## src/include/pmp_cfg.svh

```systemverilog
// pmp checker configuration: region count, datapath widths and csr map
`ifndef PMP_CFG_SVH
`define PMP_CFG_SVH

// ----------------------------------------
// sizes

// number of protection regions, kept a multiple of four so pmpcfg words fill up
`define PMP_REGIONS 8

// physical address width seen by both query ports
`define PMP_W_ADDR 32

// width of one csr data word
`define PMP_W_DATA 32

// width of the saturating fault counter
`define PMP_CNT_W 16

// ----------------------------------------
// csr addresses

// first pmpcfg word, each word carries four region bytes
`define PMP_CSR_PMPCFG0 12'h3A0
// first pmpaddr word, one word per region
`define PMP_CSR_PMPADDR0 12'h3B0

// fault bookkeeping, any write to info or count clears that block
`define PMP_CSR_FAULT_ADDR 12'hBC0
`define PMP_CSR_FAULT_INFO 12'hBC1
`define PMP_CSR_FAULT_CNT 12'hBC2

`endif
```

## src/hdl/pmp_pkg.sv

```systemverilog
// shared types for the pmp checker: region config, csr word views, queries, fault record
`default_nettype none
`include "pmp_cfg.svh"

package pmp_pkg;

	// region address matching mode, encoded as in the privileged spec
	typedef enum logic [1:0] {
		PMP_A_OFF   = 2'b00,
		// accepted on the bus but never stored, writes fall back to off
		PMP_A_TOR   = 2'b01,
		PMP_A_NA4   = 2'b10,
		PMP_A_NAPOT = 2'b11
	} pmp_a_e;

	// one region byte of a pmpcfg word, msb first
	typedef struct packed {
		logic   l;
		logic   [1:0] rsvd;
		pmp_a_e a;
		logic   r;
		logic   w;
		logic   x;
	} pmp_region_cfg_t;

	// a csr data word is either four region bytes or a region address
	// the address view holds bits 33:2, and the top two of those are not implemented
	typedef union packed {
		pmp_region_cfg_t [3:0] cfg;
		struct packed {
			logic [1:0]             pad;
			logic [`PMP_W_ADDR-3:0] addr;
		} addr_w;
	} pmp_csr_word_u;

	// instruction fetch query
	typedef struct packed {
		logic                   req;
		logic [`PMP_W_ADDR-1:0] addr;
		logic                   is_32bit;
		logic                   m_mode;
	} pmp_fetch_q_t;

	// load/store query
	typedef struct packed {
		logic                   req;
		logic [`PMP_W_ADDR-1:0] addr;
		logic                   write;
		logic                   m_mode;
	} pmp_data_q_t;

	// captured first fault, readable through the csr port
	typedef struct packed {
		logic                   valid;
		logic                   is_fetch;
		logic [`PMP_W_ADDR-1:0] addr;
	} pmp_fault_rec_t;

endpackage

`default_nettype wire

```

## src/hdl/pmp_top.sv

```systemverilog
// pmp checker top: register file, region matcher, fault tracker and fault counter
`default_nettype none
`include "pmp_cfg.svh"

module pmp_top (
	input  wire logic                   clk,
	input  wire logic                   rst_n,
	// csr strobe port
	input  wire logic [11:0]            i_csr_addr,
	input  wire logic                   i_csr_wen,
	input  wire logic [`PMP_W_DATA-1:0] i_csr_wdata,
	output wire logic [`PMP_W_DATA-1:0] o_csr_rdata,
	// query ports, answered in the same cycle
	input  wire pmp_pkg::pmp_fetch_q_t  i_fetch,
	input  wire pmp_pkg::pmp_data_q_t   i_data,
	input  wire logic                   i_mxr,
	output wire logic                   o_i_kill,
	output wire logic                   o_d_kill
);
	import pmp_pkg::*;

	pmp_region_cfg_t [`PMP_REGIONS-1:0]      region_cfg;
	logic [`PMP_REGIONS-1:0][`PMP_W_ADDR-3:0] region_addr;
	pmp_fault_rec_t                          fault_rec;
	logic [`PMP_CNT_W-1:0]                   fault_cnt;
	logic                                    fault_clr;
	logic                                    cnt_clr;
	// qualified kills, shared by the tracker and the counter
	logic                                    i_fault;
	logic                                    d_fault;

	pmp_regs u_regs (
		.clk           (clk),
		.rst_n         (rst_n),
		.i_csr_addr    (i_csr_addr),
		.i_csr_wen     (i_csr_wen),
		.i_csr_wdata   (i_csr_wdata),
		.o_csr_rdata   (o_csr_rdata),
		.o_region_cfg  (region_cfg),
		.o_region_addr (region_addr),
		.i_fault_rec   (fault_rec),
		.i_fault_cnt   (fault_cnt),
		.o_fault_clr   (fault_clr),
		.o_cnt_clr     (cnt_clr)
	);

	pmp_match u_match (
		.i_region_cfg  (region_cfg),
		.i_region_addr (region_addr),
		.i_fetch       (i_fetch),
		.i_data        (i_data),
		.i_mxr         (i_mxr),
		.o_i_kill      (o_i_kill),
		.o_d_kill      (o_d_kill),
		.o_i_fault     (i_fault),
		.o_d_fault     (d_fault)
	);

	// the tracker takes the raw query addresses straight from the ports
	pmp_fault_fsm u_fault_fsm (
		.clk         (clk),
		.rst_n       (rst_n),
		.i_i_fault   (i_fault),
		.i_d_fault   (d_fault),
		.i_i_addr    (i_fetch.addr),
		.i_d_addr    (i_data.addr),
		.i_clr       (fault_clr),
		.o_fault_rec (fault_rec)
	);

	pmp_fault_counter u_fault_counter (
		.clk       (clk),
		.rst_n     (rst_n),
		.i_i_fault (i_fault),
		.i_d_fault (d_fault),
		.i_clr     (cnt_clr),
		.o_count   (fault_cnt)
	);

endmodule

`default_nettype wire

```

## src/hdl/pmp_fault_counter.sv

```systemverilog
// saturating counter of killed accesses, up to two per cycle, with synchronous clear
`default_nettype none
`include "pmp_cfg.svh"

module pmp_fault_counter (
	input  wire logic                  clk,
	input  wire logic                  rst_n,
	input  wire logic                  i_i_fault,
	input  wire logic                  i_d_fault,
	input  wire logic                  i_clr,
	output logic [`PMP_CNT_W-1:0]      o_count
);

	localparam int W = `PMP_CNT_W;

	// one spare bit catches the carry out of the add
	logic [W:0] sum;

	assign sum = {1'b0, o_count} + {{W{1'b0}}, i_i_fault} + {{W{1'b0}}, i_d_fault};

	always_ff @(posedge clk or negedge rst_n) begin
		if (!rst_n) begin
			o_count <= '0;
		end else if (i_clr) begin
			// clear wins over a same-cycle increment
			o_count <= '0;
		end else if (sum[W]) begin
			o_count <= '1;
		end else begin
			o_count <= sum[W-1:0];
		end
	end

	// the count only moves down through a clear
	assert property (@(posedge clk) disable iff (!rst_n) !i_clr |=> o_count >= $past(o_count))
		else $error("fault count dropped without a clear");

endmodule

`default_nettype wire

```

## src/hdl/pmp_fault_fsm.sv

```systemverilog
// fault tracker: captures the first killed access and holds it until software clears it
`default_nettype none
`include "pmp_cfg.svh"

module pmp_fault_fsm (
	input  wire logic                   clk,
	input  wire logic                   rst_n,
	input  wire logic                   i_i_fault,
	input  wire logic                   i_d_fault,
	input  wire logic [`PMP_W_ADDR-1:0] i_i_addr,
	input  wire logic [`PMP_W_ADDR-1:0] i_d_addr,
	input  wire logic                   i_clr,
	output pmp_pkg::pmp_fault_rec_t     o_fault_rec
);

	typedef enum logic {
		ST_IDLE = 1'b0,
		ST_HELD = 1'b1
	} state_e;

	state_e                 state;
	state_e                 state_nxt;
	logic                   capture;
	logic                   rec_is_fetch;
	logic [`PMP_W_ADDR-1:0] rec_addr;

	// only a fault seen while idle is recorded, later ones are dropped
	assign capture = (state == ST_IDLE) && (i_i_fault || i_d_fault);

	always_comb begin
		state_nxt = state;
		case (state)
			ST_IDLE: begin
				if (capture) begin
					state_nxt = ST_HELD;
				end
			end
			ST_HELD: begin
				if (i_clr) begin
					state_nxt = ST_IDLE;
				end
			end
			default: begin
				state_nxt = ST_IDLE;
			end
		endcase
	end

	always_ff @(posedge clk or negedge rst_n) begin
		if (!rst_n) begin
			state <= ST_IDLE;
		end else begin
			state <= state_nxt;
		end
	end

	// a fetch fault wins when both ports fault in the same cycle
	always_ff @(posedge clk) begin
		if (capture) begin
			rec_is_fetch <= i_i_fault;
			rec_addr     <= i_i_fault ? i_i_addr : i_d_addr;
		end
	end

	// software sees a valid record exactly while the tracker is holding
	assign o_fault_rec.valid    = (state == ST_HELD);
	assign o_fault_rec.is_fetch = rec_is_fetch;
	assign o_fault_rec.addr     = rec_addr;

	// kills that arrive while holding leave the captured record alone
	assert property (@(posedge clk) disable iff (!rst_n)
		(state == ST_HELD) && !i_clr |=> $stable(o_fault_rec))
		else $error("fault record changed while the tracker was holding");

endmodule

`default_nettype wire

```

## src/hdl/pmp_match.sv

```systemverilog
// pmp region matcher: mask decode, lowest-region priority and kill rules for fetch and data
`default_nettype none
`include "pmp_cfg.svh"

module pmp_match (
	input  wire pmp_pkg::pmp_region_cfg_t [`PMP_REGIONS-1:0] i_region_cfg,
	input  wire logic [`PMP_REGIONS-1:0][`PMP_W_ADDR-3:0]    i_region_addr,
	input  wire pmp_pkg::pmp_fetch_q_t                       i_fetch,
	input  wire pmp_pkg::pmp_data_q_t                        i_data,
	input  wire logic                                        i_mxr,
	output logic                                             o_i_kill,
	output logic                                             o_d_kill,
	output logic                                             o_i_fault,
	output logic                                             o_d_fault
);
	import pmp_pkg::*;

	logic [`PMP_REGIONS-1:0][`PMP_W_ADDR-1:0] match_mask;
	logic [`PMP_REGIONS-1:0][`PMP_W_ADDR-1:0] match_base;
	logic [`PMP_REGIONS-1:0]                  region_on;
	logic [`PMP_W_ADDR-1:0]                   i_addr_hw1;

	// attributes of the winning region per port
	logic d_l;
	logic d_r;
	logic d_w;
	logic d_x;
	logic i_l;
	logic i_x;
	logic i_partial;

	// ----------------------------------------
	// region decode

	// na4 compares every bit above bit 1
	// napot compares every bit above the lowest zero of pmpaddr, so
	// y..y0 is 8 bytes, y..y01 is 16 bytes and so on
	always_comb begin
		for (int i = 0; i < `PMP_REGIONS; i++) begin
			region_on[i] = (i_region_cfg[i].a == PMP_A_NA4) ||
				(i_region_cfg[i].a == PMP_A_NAPOT);
			if (i_region_cfg[i].a == PMP_A_NA4) begin
				match_mask[i] = {{(`PMP_W_ADDR - 2){1'b1}}, 2'b00};
			end else begin
				// bit 2 stays clear since napot is at least 8 bytes
				match_mask[i] = '0;
				for (int j = 3; j < `PMP_W_ADDR; j++) begin
					match_mask[i][j] = match_mask[i][j - 1] | ~i_region_addr[i][j - 3];
				end
			end
			match_base[i] = {i_region_addr[i], 2'b00} & match_mask[i];
		end
	end

	// ----------------------------------------
	// data lookup

	// misaligned data accesses trap elsewhere, so only the first byte is checked
	// walking down from the top leaves the lowest-numbered hit in place
	always_comb begin
		d_l = 1'b0;
		d_r = 1'b0;
		d_w = 1'b0;
		d_x = 1'b0;
		for (int i = `PMP_REGIONS - 1; i >= 0; i--) begin
			if (region_on[i] && ((i_data.addr & match_mask[i]) == match_base[i])) begin
				d_l = i_region_cfg[i].l;
				d_r = i_region_cfg[i].r;
				d_w = i_region_cfg[i].w;
				d_x = i_region_cfg[i].x;
			end
		end
	end

	// ----------------------------------------
	// fetch lookup

	// both halfwords of a possible 32-bit instruction are looked up
	assign i_addr_hw1 = i_fetch.addr + `PMP_W_ADDR'(2);

	// a region that covers only one halfword of a 32-bit fetch is a partial match,
	// which fails unless a lower region covers both halfwords
	always_comb begin
		logic hw0;
		logic hw1;
		i_l = 1'b0;
		i_x = 1'b0;
		i_partial = 1'b0;
		for (int i = `PMP_REGIONS - 1; i >= 0; i--) begin
			hw0 = region_on[i] && ((i_fetch.addr & match_mask[i]) == match_base[i]);
			hw1 = region_on[i] && ((i_addr_hw1 & match_mask[i]) == match_base[i]);
			if (hw0 || hw1) begin
				i_l = i_region_cfg[i].l;
				i_x = i_region_cfg[i].x;
				i_partial = (hw0 ^ hw1) && i_fetch.is_32bit;
			end
		end
	end

	// ----------------------------------------
	// kill rules

	// m-mode passes unless the region is locked; no match leaves every attribute clear
	// mxr lets loads read from execute-only regions
	assign o_d_kill = !(i_data.m_mode && !d_l) && (
		(!i_data.write && !(d_r || (d_x && i_mxr))) ||
		( i_data.write && !d_w));

	// a straddling fetch is killed whatever the mode
	assign o_i_kill = i_partial || (!(i_fetch.m_mode && !i_l) && !i_x);

	// faults are kills of real requests, everything else is just a lookup
	assign o_i_fault = o_i_kill && i_fetch.req;
	assign o_d_fault = o_d_kill && i_data.req;

endmodule

`default_nettype wire

```

## src/hdl/pmp_regs.sv

```systemverilog
// pmp csr register file: pmpcfg and pmpaddr storage, read mux and fault clear strobes
`default_nettype none
`include "pmp_cfg.svh"

module pmp_regs (
	input  wire logic                                        clk,
	input  wire logic                                        rst_n,
	input  wire logic [11:0]                                 i_csr_addr,
	input  wire logic                                        i_csr_wen,
	input  wire pmp_pkg::pmp_csr_word_u                      i_csr_wdata,
	output logic [`PMP_W_DATA-1:0]                           o_csr_rdata,
	output pmp_pkg::pmp_region_cfg_t [`PMP_REGIONS-1:0]      o_region_cfg,
	output logic [`PMP_REGIONS-1:0][`PMP_W_ADDR-3:0]         o_region_addr,
	input  wire pmp_pkg::pmp_fault_rec_t                     i_fault_rec,
	input  wire logic [`PMP_CNT_W-1:0]                       i_fault_cnt,
	output logic                                             o_fault_clr,
	output logic                                             o_cnt_clr
);
	import pmp_pkg::*;

	// each pmpcfg word covers four regions
	localparam int CFG_WORDS = `PMP_REGIONS / 4;

	pmp_csr_word_u rd_word;

	// reserved bits are dropped and tor is folded onto off before storage
	function automatic pmp_region_cfg_t legalize(input pmp_region_cfg_t raw);
		pmp_region_cfg_t cfg;
		cfg = raw;
		cfg.rsvd = 2'b00;
		if (raw.a == PMP_A_TOR) begin
			cfg.a = PMP_A_OFF;
		end
		return cfg;
	endfunction

	// ----------------------------------------
	// write decode

	always_ff @(posedge clk or negedge rst_n) begin
		if (!rst_n) begin
			// every region comes up off
			o_region_cfg  <= '0;
			o_region_addr <= '0;
		end else if (i_csr_wen) begin
			for (int i = 0; i < `PMP_REGIONS; i++) begin
				// region i lives in byte i%4 of pmpcfg word i/4
				if (i_csr_addr == 12'(`PMP_CSR_PMPCFG0 + i / 4)) begin
					o_region_cfg[i] <= legalize(i_csr_wdata.cfg[i % 4]);
				end
				// the pad bits stand for address bits 33:32 and are thrown away
				if (i_csr_addr == 12'(`PMP_CSR_PMPADDR0 + i)) begin
					o_region_addr[i] <= i_csr_wdata.addr_w.addr;
				end
			end
		end
	end

	// the clears are single-cycle because the write strobe itself is single-cycle
	assign o_fault_clr = i_csr_wen && (i_csr_addr == `PMP_CSR_FAULT_INFO);
	assign o_cnt_clr   = i_csr_wen && (i_csr_addr == `PMP_CSR_FAULT_CNT);

	// ----------------------------------------
	// read mux

	always_comb begin
		rd_word = '0;
		// pmpcfg words, packed back four bytes at a time
		for (int k = 0; k < CFG_WORDS; k++) begin
			if (i_csr_addr == 12'(`PMP_CSR_PMPCFG0 + k)) begin
				for (int j = 0; j < 4; j++) begin
					rd_word.cfg[j] = o_region_cfg[4 * k + j];
				end
			end
		end
		// pmpaddr words, upper pad reads as zero
		for (int i = 0; i < `PMP_REGIONS; i++) begin
			if (i_csr_addr == 12'(`PMP_CSR_PMPADDR0 + i)) begin
				rd_word.addr_w.addr = o_region_addr[i];
			end
		end
		// fault bookkeeping words
		case (i_csr_addr)
			`PMP_CSR_FAULT_ADDR: begin
				rd_word = i_fault_rec.addr;
			end
			`PMP_CSR_FAULT_INFO: begin
				// bit 0 is valid, bit 1 tells fetch from load/store
				rd_word = {{(`PMP_W_DATA - 2){1'b0}}, i_fault_rec.is_fetch, i_fault_rec.valid};
			end
			`PMP_CSR_FAULT_CNT: begin
				rd_word = {{(`PMP_W_DATA - `PMP_CNT_W){1'b0}}, i_fault_cnt};
			end
			default: begin
			end
		endcase
	end

	assign o_csr_rdata = rd_word;

	// a stored region byte never holds tor or a set reserved bit
	for (genvar g = 0; g < `PMP_REGIONS; g++) begin : g_cfg_legal
		assert property (@(posedge clk) disable iff (!rst_n)
			(o_region_cfg[g].a != PMP_A_TOR) && (o_region_cfg[g].rsvd == 2'b00))
			else $error("region %0d holds an illegal config byte", g);
	end

endmodule

`default_nettype wire

```

## config.mk

```make
export PLATFORM = sky130hd
export DESIGN_NAME = pmp_top
export DESIGN_NICKNAME = d
export VERILOG_FILES = /design/src/hdl/pmp_pkg.sv /design/src/hdl/pmp_top.sv /design/src/hdl/pmp_fault_counter.sv /design/src/hdl/pmp_fault_fsm.sv /design/src/hdl/pmp_match.sv /design/src/hdl/pmp_regs.sv
export VERILOG_INCLUDE_DIRS = /design/src /design/src/include
export SDC_FILE = /design/constraint.sdc
export NUM_CORES = 2
export LEC_CHECK = 0
export ABC_CLOCK_PERIOD_IN_PS = 18800
export BUFFER_PORTS_ARGS = -buffer_cell sky130_fd_sc_hd__clkbuf_2
export CAP_MARGIN = 10
export CELL_PAD_IN_SITES_DETAIL_PLACEMENT = 0
export CELL_PAD_IN_SITES_GLOBAL_PLACEMENT = 1
export CORE_ASPECT_RATIO = 1.75
export CORE_UTILIZATION = 30
export DETAILED_ROUTE_END_ITERATION = 8
export HOLD_SLACK_MARGIN = 0.05
export PLACE_DENSITY = 0.66
export RECOVER_POWER = 50
export SLEW_MARGIN = 15
export SYNTH_ARGS = -nofsm -noshare
export SYNTH_HDL_FRONTEND = slang
export SYNTH_HIERARCHICAL = 1
export SYNTH_SLANG_ARGS = --single-unit
```

## constraint.sdc

```tcl
create_clock -name clk -period 18.8 [get_ports clk]
set_clock_uncertainty 0.05 [all_clocks]
set_input_delay 3.76 -clock clk [delete_from_list [all_inputs] [get_ports clk]]
set_output_delay 3.76 -clock clk [all_outputs]
set_load 0.05 [all_outputs]
```

==> impl_metrics.ini <==
[sta]
tns_ns = 0
postLayoutSetupSlackWorst_ns = 3.83
setup_viol = 0
hold_violations = 0
holdWs_ns = 0.515
grt_setup_unrepaired = no
max_slew_margin_pct = -278
tightest_slew_ns = 5.66
fin_crit_ns = 14.97
max_freq_ghz = 0.0668
min_period_over_period_pct = 79.6
maxSlewViolCount = 386

[place]
dp_slack_ns = 4.22
hpwl_um = 159000
globalplace.congestion = 1.08
dp.cells = 5372
post_dp_cell_area_um2 = 34900
io_buffers = 150

[global_routing]
antenna_found_initial = 14
first_global_vias = 31921
grt_max_degree = 95
grt_pass1_wl_um = 274000
gr-total-overflow = 0
gr-usage-all-layers_pct = 36.0

[drt]
drcViolationCount = 0
drt_first_pass_iters = 9
via_per_inst = 6.34
num_vias = 34587
drtAntennaViolNets = 0
wl_per_cell_um = 37.6
first_iter_violations = 4276
wirelength_um = 205000

[floorplan]
fp.coreArea_um2 = 109000
die_area_um2 = 111000
start_util_pct = 30.3
die_w_um = 253
die-height_um = 441
rows = 160
io-pin-count = 152

[clocking]
cts-buffers-inserted = 39
cts_tree = built
clock_path_buffers = 3
hold_buffers = 0
clockRootBuffer = clkbuf_16
post_cts_buffers = 0
clock_latency_ns = 0.65
clk_pin_slew_ns = 0.06
cts_resized = 0
cts_sinks = 338
htree_levels = 2

[layout]
syn2layout_area_growth_pct = 9.96
layout_common_cells = xnor2_1, nand2_1, o21ai_0
drive_above_1_share_pct = 18.1
multi_input_area_um2 = 22600
postLayoutCoreUtil_pct = 33.3
layout_commonest_cell = xnor2_1
final_nets = 4085
seq_area_um2 = 8620
final_area_um2 = 36300
layoutNonFillerInstCount = 5455
fillers = 11666

[worst_setup_path]
r2r_start = u_regs/o_region_cfg[19]
path_class = in2out
arrival_ns = 11.16
timing.rr.end = u_fault_counter/o_count[15]
cp-end-kind = primary output
r2r_slack_ns = 9.95
crit_start = i_fetch[4]
r2r_cells = 30
crit_fanout = 11
required_ns = 14.99
start_kind = input pin

[hold_path]
hold_path.startpoint = u_regs/o_region_cfg[57]
min_path_type = reg2reg
hold_end = u_regs/o_region_cfg[57]
holdPathStages = 1

[power_and_ir_drop]
max-vdd-ir-drop_mv = 0.0546
p_leak_nw = 14.2
power.density_nw_per_um2 = 56.0
power_mw = 2.03

[outcome]
outcome = finished, violations left
violations = max-capacitance violations, max-slew violations

[synth]
avgSynthCellArea_um2 = 8.24
syn_inst = 4004
ys.warnings.count = 6
syn-num-nets = 4133
syn_area_um2 = 33000

[job]
drv_cap = 8
-- routing by layer --
layer,up-vias,part of all wire (%),track usage (%)
met5,-,0.026,0
met4,10,13,37.3
met3,775,7.1,5.56
met2,2324,45,57.7
met1,17047,35,39.6
li1,14431,-,-
-- sequential cells by signal (all words and copies together), names as in the netlist --
register,cells
u_regs/o_region_addr,240
u_regs/o_region_cfg,48
u_fault_fsm/rec_addr,32
u_fault_counter/o_count,16
u_fault_fsm/state,1
u_fault_fsm/rec_is_fetch,1
-- worst max-delay path: stages --
cell and delay [ns]:
clkbuf_2 0.42, ha_1 0.46, and3_1 0.54, nand3_2 0.26, nor3_2 0.47, nand2_1 0.29, nor2_1 0.69, xnor2_1 0.57
nand3_1 0.14, a21boi_0 0.23, a21oi_1 0.07, nor4_1 0.58, o21ai_1 0.46, ha_1 0.39, nand2b_1 0.15, a21oi_1 0.12
a311oi_1 0.06, o21ai_0 0.16, o21ai_0 0.12, a21oi_1 0.15, mux2i_1 0.08, a21oi_1 0.14, nand2_1 0.06, o21ai_0 0.34
clkbuf_2 0.41
-- cell type report --
cell class | instances | area share, %
multi-input cells | 3221 | 62.2
clock buffers | 47 | 2.86
clock inverters | 25 | 0.832
inverters | 98 | 1.01
diodes | 10 | 0.0690
repair buffers | 258 | 4.21
well taps | 1458 | 5.03
flip-flops and latches | 338 | 23.8
-- worst max-delay path by stage --
stage	end	slack [ns]
after floorplan	o_i_kill	6.75
after global placement	o_i_kill	4.30
after detailed placement	o_i_kill	4.22
after CTS	o_i_kill	4.18
after global routing	o_i_kill	3.80
final	o_i_kill	3.83
-- power by group --
group	total, mW	switching, mW	internal (mW)
registers	0.771	0.0223	0.748
logic	0.409	0.285	0.124
clock network	0.852	0.383	0.469
total	2.03	0.691	1.34
Power figures use the tool's default switching activity.
